File: config.mk
export PLATFORM = sky130hd
export DESIGN_NAME = slide_sequencer
export DESIGN_NICKNAME = d
export VERILOG_FILES = /design/src/rtl/vslide_pkg.sv /design/src/rtl/slide_sequencer.sv
export SDC_FILE = /design/constraint.sdc
export NUM_CORES = 1
export LEC_CHECK = 0
export ABC_CLOCK_PERIOD_IN_PS = 6500
export BUFFER_PORTS_ARGS = -buffer_cell sky130_fd_sc_hd__buf_2
export CAP_MARGIN = 20
export CORE_AREA = 4 4 184 186
export CTS_CLUSTER_SIZE = 14
export DETAILED_ROUTE_END_ITERATION = 8
export DIE_AREA = 0 0 188 190
export HOLD_SLACK_MARGIN = 0.03
export PLACE_DENSITY = 0.49
export SKIP_CTS_REPAIR_TIMING = 1
export SLEW_MARGIN = 40
export SYNTH_ARGS = -nofsm -noshare
export SYNTH_HDL_FRONTEND = slang
export SYNTH_SLANG_ARGS = --single-unit
File: constraint.sdc
create_clock -name clk -period 6.5 [get_ports clk]
set_input_delay 0 -clock clk [delete_from_list [all_inputs] [get_ports clk]]
set_output_delay 0 -clock clk [all_outputs]
set_load 0.03 [all_outputs]
File: src/rtl/vslide_pkg.sv
`default_nettype none

package vslide_pkg;

    // ********************
    // sizes
    // ********************

    // vl counts up to LMUL*VLEN/SEW = 8*64/8 = 64, so VLEN must not exceed 64
    localparam int VL_W = 7;

    // ********************
    // encodings
    // ********************

    typedef enum logic [1:0] {
        EW8  = 2'b00,   // 8-bit elements
        EW16 = 2'b01,   // 16-bit elements
        EW32 = 2'b10    // 32-bit elements
    } vew_e;

    typedef enum logic [1:0] {
        LMUL_1 = 2'b00,
        LMUL_2 = 2'b01,
        LMUL_4 = 2'b10,
        LMUL_8 = 2'b11
    } vlmul_e;

    typedef enum logic {
        VSLIDE1UP   = 1'b0,
        VSLIDE1DOWN = 1'b1
    } slide_op_e;

    // ********************
    // command
    // ********************

    typedef struct packed {
        slide_op_e        op;
        vew_e             vsew;
        vlmul_e           vlmul;
        logic [VL_W-1:0]  vl;      // active elements over the whole group
        logic [4:0]       vs2;     // first source register
        logic [4:0]       vd;      // first destination register
        logic [31:0]      scalar;  // value shifted in at the open end
    } slide_cmd_t;

    // sequencer FSM
    typedef enum logic [1:0] {
        IDLE  = 2'b00,
        RUN   = 2'b01,
        DRAIN = 2'b10
    } seq_state_e;

endpackage

`default_nettype wire
File: src/rtl/slide_sequencer.sv
`default_nettype none

module slide_sequencer #(
    parameter int VLEN = 64
) (
    input  logic                         clk,
    input  logic                         reset_n,

    // command port
    input  vslide_pkg::slide_cmd_t       cmd,
    input  logic                         cmd_valid,
    output logic                         cmd_ready,
    output logic                         done,

    // register file reads
    output logic [4:0]                   rd_addr_a,
    output logic [4:0]                   rd_addr_b,
    input  logic [4:0]                   host_raddr,
    input  logic [VLEN-1:0]              rd_data_a,
    input  logic [VLEN-1:0]              rd_data_b,

    // slide unit
    output vslide_pkg::slide_op_e        slide_op,
    output vslide_pkg::vew_e             vsew,
    output logic [31:0]                  scalar,
    output logic [VLEN-1:0]              src,
    output logic [31:0]                  next_elem,
    output logic [vslide_pkg::VL_W-1:0]  chunk_vl,
    output logic                         first_chunk,
    output logic                         last_chunk,
    output logic                         step,
    input  logic [VLEN-1:0]              result,

    // register file write
    output logic                         seq_we,
    output logic [4:0]                   seq_waddr,
    output logic [VLEN-1:0]              seq_wdata
);

    localparam int VL_W   = vslide_pkg::VL_W;
    localparam int CNT_W  = VL_W + 1;       // room for offset + chunk size
    localparam int ELEMS8 = VLEN / 8;       // elements per register at EW8

    vslide_pkg::seq_state_e state_q;
    vslide_pkg::slide_cmd_t cmd_q;

    logic [2:0]       k_q;                  // register index within the group
    logic [2:0]       lmul_last;
    logic             wr_valid_q;
    logic [4:0]       wr_addr_q;
    logic             done_q;

    logic [CNT_W-1:0] elems_per;
    logic [CNT_W-1:0] offset;
    logic [CNT_W-1:0] vl_ext;
    logic [CNT_W-1:0] remain;

    // ********************
    // control FSM
    // ********************

    assign lmul_last = 3'((4'd1 << cmd_q.vlmul) - 4'd1);

    always_ff @(posedge clk or negedge reset_n) begin
        if (!reset_n) begin
            state_q    <= vslide_pkg::IDLE;
            cmd_q      <= '0;
            k_q        <= '0;
            wr_valid_q <= 1'b0;
            done_q     <= 1'b0;
        end else begin
            wr_valid_q <= (state_q == vslide_pkg::RUN);     // result lands next cycle
            done_q     <= (state_q == vslide_pkg::DRAIN);
            case (state_q)
                vslide_pkg::IDLE: begin
                    if (cmd_valid) begin
                        cmd_q   <= cmd;
                        k_q     <= '0;
                        state_q <= vslide_pkg::RUN;
                    end
                end
                vslide_pkg::RUN: begin
                    if (k_q == lmul_last) begin
                        state_q <= vslide_pkg::DRAIN;
                    end else begin
                        k_q <= k_q + 3'd1;
                    end
                end
                default: begin                              // DRAIN, final write
                    state_q <= vslide_pkg::IDLE;
                end
            endcase
        end
    end

    // destination follows the chunk one cycle behind
    always_ff @(posedge clk) begin
        if (step) begin
            wr_addr_q <= cmd_q.vd + 5'(k_q);
        end
    end

    assign cmd_ready = (state_q == vslide_pkg::IDLE);
    assign done      = done_q;
    assign step      = (state_q == vslide_pkg::RUN);

    // ********************
    // chunk length and flags
    // ********************

    assign elems_per = CNT_W'(ELEMS8) >> cmd_q.vsew;
    assign offset    = CNT_W'(k_q) * elems_per;             // first element of chunk k
    assign vl_ext    = CNT_W'(cmd_q.vl);
    assign remain    = (vl_ext > offset) ? vl_ext - offset : '0;

    assign chunk_vl    = (remain > elems_per) ? VL_W'(elems_per) : VL_W'(remain);
    assign first_chunk = (k_q == 3'd0);
    assign last_chunk  = (k_q == lmul_last) || (vl_ext <= offset + elems_per);

    // ********************
    // datapath routing
    // ********************

    assign rd_addr_a = cmd_q.vs2 + 5'(k_q);
    assign rd_addr_b = (state_q == vslide_pkg::IDLE) ? host_raddr
                                                     : cmd_q.vs2 + 5'(k_q) + 5'd1;

    assign slide_op  = cmd_q.op;
    assign vsew      = cmd_q.vsew;
    assign scalar    = cmd_q.scalar;
    assign src       = rd_data_a;
    assign next_elem = rd_data_b[31:0];     // element 0 of the next register

    assign seq_we    = wr_valid_q;
    assign seq_waddr = wr_addr_q;
    assign seq_wdata = result;

endmodule

`default_nettype wire

==> flow_summary.ini, run 1 <==
[synth]
syn_area_sq_um = 5410
synthesis.yosys.warnings = 0
yosysUniqueCellTypes = 44
synth.area.top_cells = dfrtp_1 28%, buf_4 27%, mux2_2 12%
yosysTopAreaCell = dfrtp_1
synth_seq_cells = 66
async_flop_share = 0.924
synth-edff-count = 5
syn_inst = 543
synth.avg_cell_area_sq_um = 9.96
yosysSeqAreaShare = 0.310
synth_top_area_frac = 0.282
synthFlopType = dfrtp_1

[sta]
grt-worst-endpoint = chunk_vl[0]
worst-ep-kind = top-level output

[floorplanning]
start_util = 0.167
num_rows = 66
die_w_um = 188
design.portCount = 477
dieHeight_um = 190

[clock_tree]
cts_root_buffer = clkbuf_16
cts_buffer_depth = 2
cts_made_buffers = 9
htreeDepth = 3
cts.sinks = 66

[place]
dp_hpwl_mm = 10.8
finalWeightedCongestion = 0.687
port_buffers = 121

[outcome]
tool.error = [ERROR RSZ-0060] Max buffer count reached.
failing_step = 5_1_grt
status = did not finish

[global_route]
grt_max_degree = 62
cell families after synthesis:
| kind of cell | Yosys count | synth area share |
|---|---|---|
| AND/OR/NAND/NOR | 85 | 0.0794 |
| other | 1 | 0.000694 |
| flip-flops | 66 | 0.310 |
| buffers and inverters | 227 | 0.296 |
| multiplexers | 59 | 0.122 |
| adder cells (fa/ha/maj) | 43 | 0.109 |
| AO/OA/AOI/OAI | 44 | 0.0528 |
| XOR/XNOR | 18 | 0.0292 |
Yosys cell counts (2+ instances only):
library cell / number
buf_4: 197
buf_2: 3
edfxtp_1: 5
nor3b_1: 2
inv_1: 21
nand4_1: 3
ha_1: 36
xor2_1: 9
nor2_1: 17
nor2b_1: 10
mux2_2: 56
clkbuf_1: 5
and2_1: 4
fa_1: 7
or4_1: 2
xnor2_1: 9
a21o_1: 7
nand3_1: 7
nand2_1: 26
nand2b_1: 2
nor3_1: 3
or2b_1: 2
a21oi_1: 12
mux2i_1: 3
o21ai_0: 14
and4_1: 2
dfrtp_1: 61
nand3b_1: 2
stage by stage:
step	util	hold slack, ns	setup WS [ns]	instances	cell area [sq um]
floorplan	-	-0.296	1.45	545	5410
global placement	0.157	0.000205	0.737	905	5070
detailed placement	0.157	0.000205	0.760	905	5080
CTS	0.166	-0.233	0.341	921	5370
==> run 2, diff against run 1 <==
Settings changed: CTS_CLUSTER_SIZE 14 to unset, HOLD_SLACK_MARGIN 0.03 to unset, PLACE_DENSITY 0.49 to unset, PLACE_DENSITY_LB_ADDON set to 0.15.
==> flow_summary.ini, run 2 <==
[global_route]
antenna_found_initial = 1
globalRouteMet1Util = 0.0813
grt_overflow = 0
grt_pass1_wl_mm = 21.7
met2_usage = 0.131
grt_max_degree = 62
grt_pass1_vias = 3509
use_met3 = 0.0462
top_usage_layer = met2
track_usage = 0.0794

[detailed_routing]
drt_iter0_markers = 66
drc = 0
ant_nets = 0
avgRoutedWirePerCell_um = 14.9
vias = 3351
wl_mm = 14.6
firstDrtPassIters = 4
via_per_inst = 3.43

[synth]
synth-edff-count = 5
synth.avg_cell_area_sq_um = 9.96
synthMuxAreaShare = 0.122
syn_inst = 543
synth_seq_cells = 66
synth_top_family_by_area = buffers and inverters
synthFlopType = dfrtp_1
synth_fa_ha_area_frac = 0.109
synth_xor_area_frac = 0.0292
synth.area.top_cells = dfrtp_1 28%, buf_4 27%, mux2_2 12%
yosysSeqAreaShare = 0.310
async_flop_share = 0.924
synth_compound_area_frac = 0.0528
synthesis.yosys.warnings = 0
yosysTopAreaCell = dfrtp_1
syn_area_sq_um = 5410
ys_top_cells_by_count = 197 x buf_4, 61 x dfrtp_1, 56 x mux2_2, 36 x ha_1, 26 x nand2_1
synth_top_area_frac = 0.282
synth-simple-area-share = 0.0794
yosysMostFrequentCell = buf_4
yosysUniqueCellTypes = 44

[sta]
final-hold-violation-count = 0
fin_worst_hold_slack_ns = 0.00000840
clock_skew_ns = 0.00365
achievable-frequency_mhz = 168
finalCriticalPeriod_ns = 5.96
maxSlewViolCount = 0
finalSetupViolations = 0
rsz0062_at_grt = no
fin_crit_sh = 0.916
relSlewSlack = 0.519
worst_pin_slew_ns = 0.721
setup_slack_ns = 0.544
setup_tns_ns = 0

[pwr]
power_mw = 3.69
p_leak_nw = 2.70
switching_power_mw = 1.80
seqPwrFrac = 0.215
power.internal_mw = 1.89
comb_power_share = 0.638
p_sw_frac = 0.489
power_density_nw_per_um2 = 620
vdd_drop_max_mv = 0.212
clkPwrFrac = 0.147

[final_layout]
area_delta_synth_final_pct = 10.2
finalNetCount = 826
insertedDiodeCount = 0
design_area_sq_um = 5960
fillers = 3599
postLayoutCoreUtil = 0.185
fin_cells = 976
mostFrequentLayoutCells = 121 x buf_2, 61 x dfrtp_1, 56 x mux2_2
final_common_cell = buf_2
drive_gt1_frac = 0.386
largest_register_ffs = 32

[clock_tree]
cts_tree = yes
cts_root_buffer = clkbuf_16
htreeDepth = 3
cts.sinks = 66
path_clk_slew_ns = 0.06
cts_buffer_depth = 2
clk_latency_ns = 0.33
cts_made_buffers = 9

[place]
finalWeightedCongestion = 0.734
place_inst = 905
dp_worst_setup_slack_ns = 0.658
dpl_cell_area_sq_um = 5080
port_buffers = 121
dp_hpwl_mm = 11.7

[outcome]
status = complete, no violations

[floorplanning]
start_util = 0.167
design.portCount = 477
dieHeight_um = 190
die_area_sq_um = 35700
die_w_um = 188
num_rows = 66
coreArea_sq_um = 32300

[critical_path]
slowest_delay_ns = 0.53
crit_chain = nor2b_2, nand2_1, fa_1, inv_1, ha_1, fa_1, a21o_1, a21oi_1, ha_1, a21oi_1, nand2_1, a41oi_1, nor2_1, and4_1, ha_1, a21oi_1, o21ai_0, a22o_1, a21oi_2, mux2_2, buf_2
cp.arrival_ns = 5.96
slowest_stage = fa_1
cp_max_fo = 7
critPathLaunch = vsew[1]
regToRegStartpoint = state_q[0]
crit_type = flip-flop to primary output
cp_data_required_time_ns = 6.50
cp_num_buf_inv = 2
crit_family = adder cells
endpoint_kind = primary output
cp-start-kind = flip-flop

[run]
cap_violations = 0

[min_path]
hp-start = rd_data_b[16]
hold_path.class = input port to primary output
[run 2: per-layer routing]
layer | vias up | routed length, um
li1 | 1581 | -
met1 | 1524 | 5340
met2 | 182 | 7120
met3 | 62 | 1620
met4 | 2 | 469
met5 | - | 13
[run 2: kinds of logic (layout without fill, tap and decap cells)]
family	after synthesis	in the layout
adder cells (fa/ha/maj)	43	43
buffers and inverters	227	216
multiplexers	59	59
other	1	3
flip-flops	66	66
AND/OR/NAND/NOR	85	85
AO/OA/AOI/OAI	44	44
XOR/XNOR	18	18
[run 2: power groups by stage]
stage                     clock network [mW]  registers [mW]  logic (mW)
final                                  0.543           0.794        2.36
after global placement                     0           0.801        2.36
after detailed placement                   0           0.806        2.37
after CTS                              0.571           0.804        2.38
after global routing                   0.590           0.832        2.62
after floorplan                            0           0.799        2.06
[run 2: final timing paths]
path                                 endpoint  slack, ns  depth (start not counted)
worst min register to register           done       0.44                          1
worst max register to register      scalar[5]       3.81                          4
worst max-delay path              chunk_vl[3]       0.54                         21
min in group asynchronous           scalar[2]       0.28                          3
worst min-delay path            next_elem[16]   0.000008                          0
max in group asynchronous          scalar[22]       5.79                          3
[run 2: layout make-up]
cell class	instances	area, sq um	share of cell area
multi-input combinational	252	2140	0.360
clock inverter	7	100	0.0168
sequential	66	1680	0.281
tap	442	553	0.0928
inverter	21	78.8	0.0132
clock buffer	9	225	0.0378
timing repair buffer	179	1180	0.198
Power figures use the tool's default switching activity.
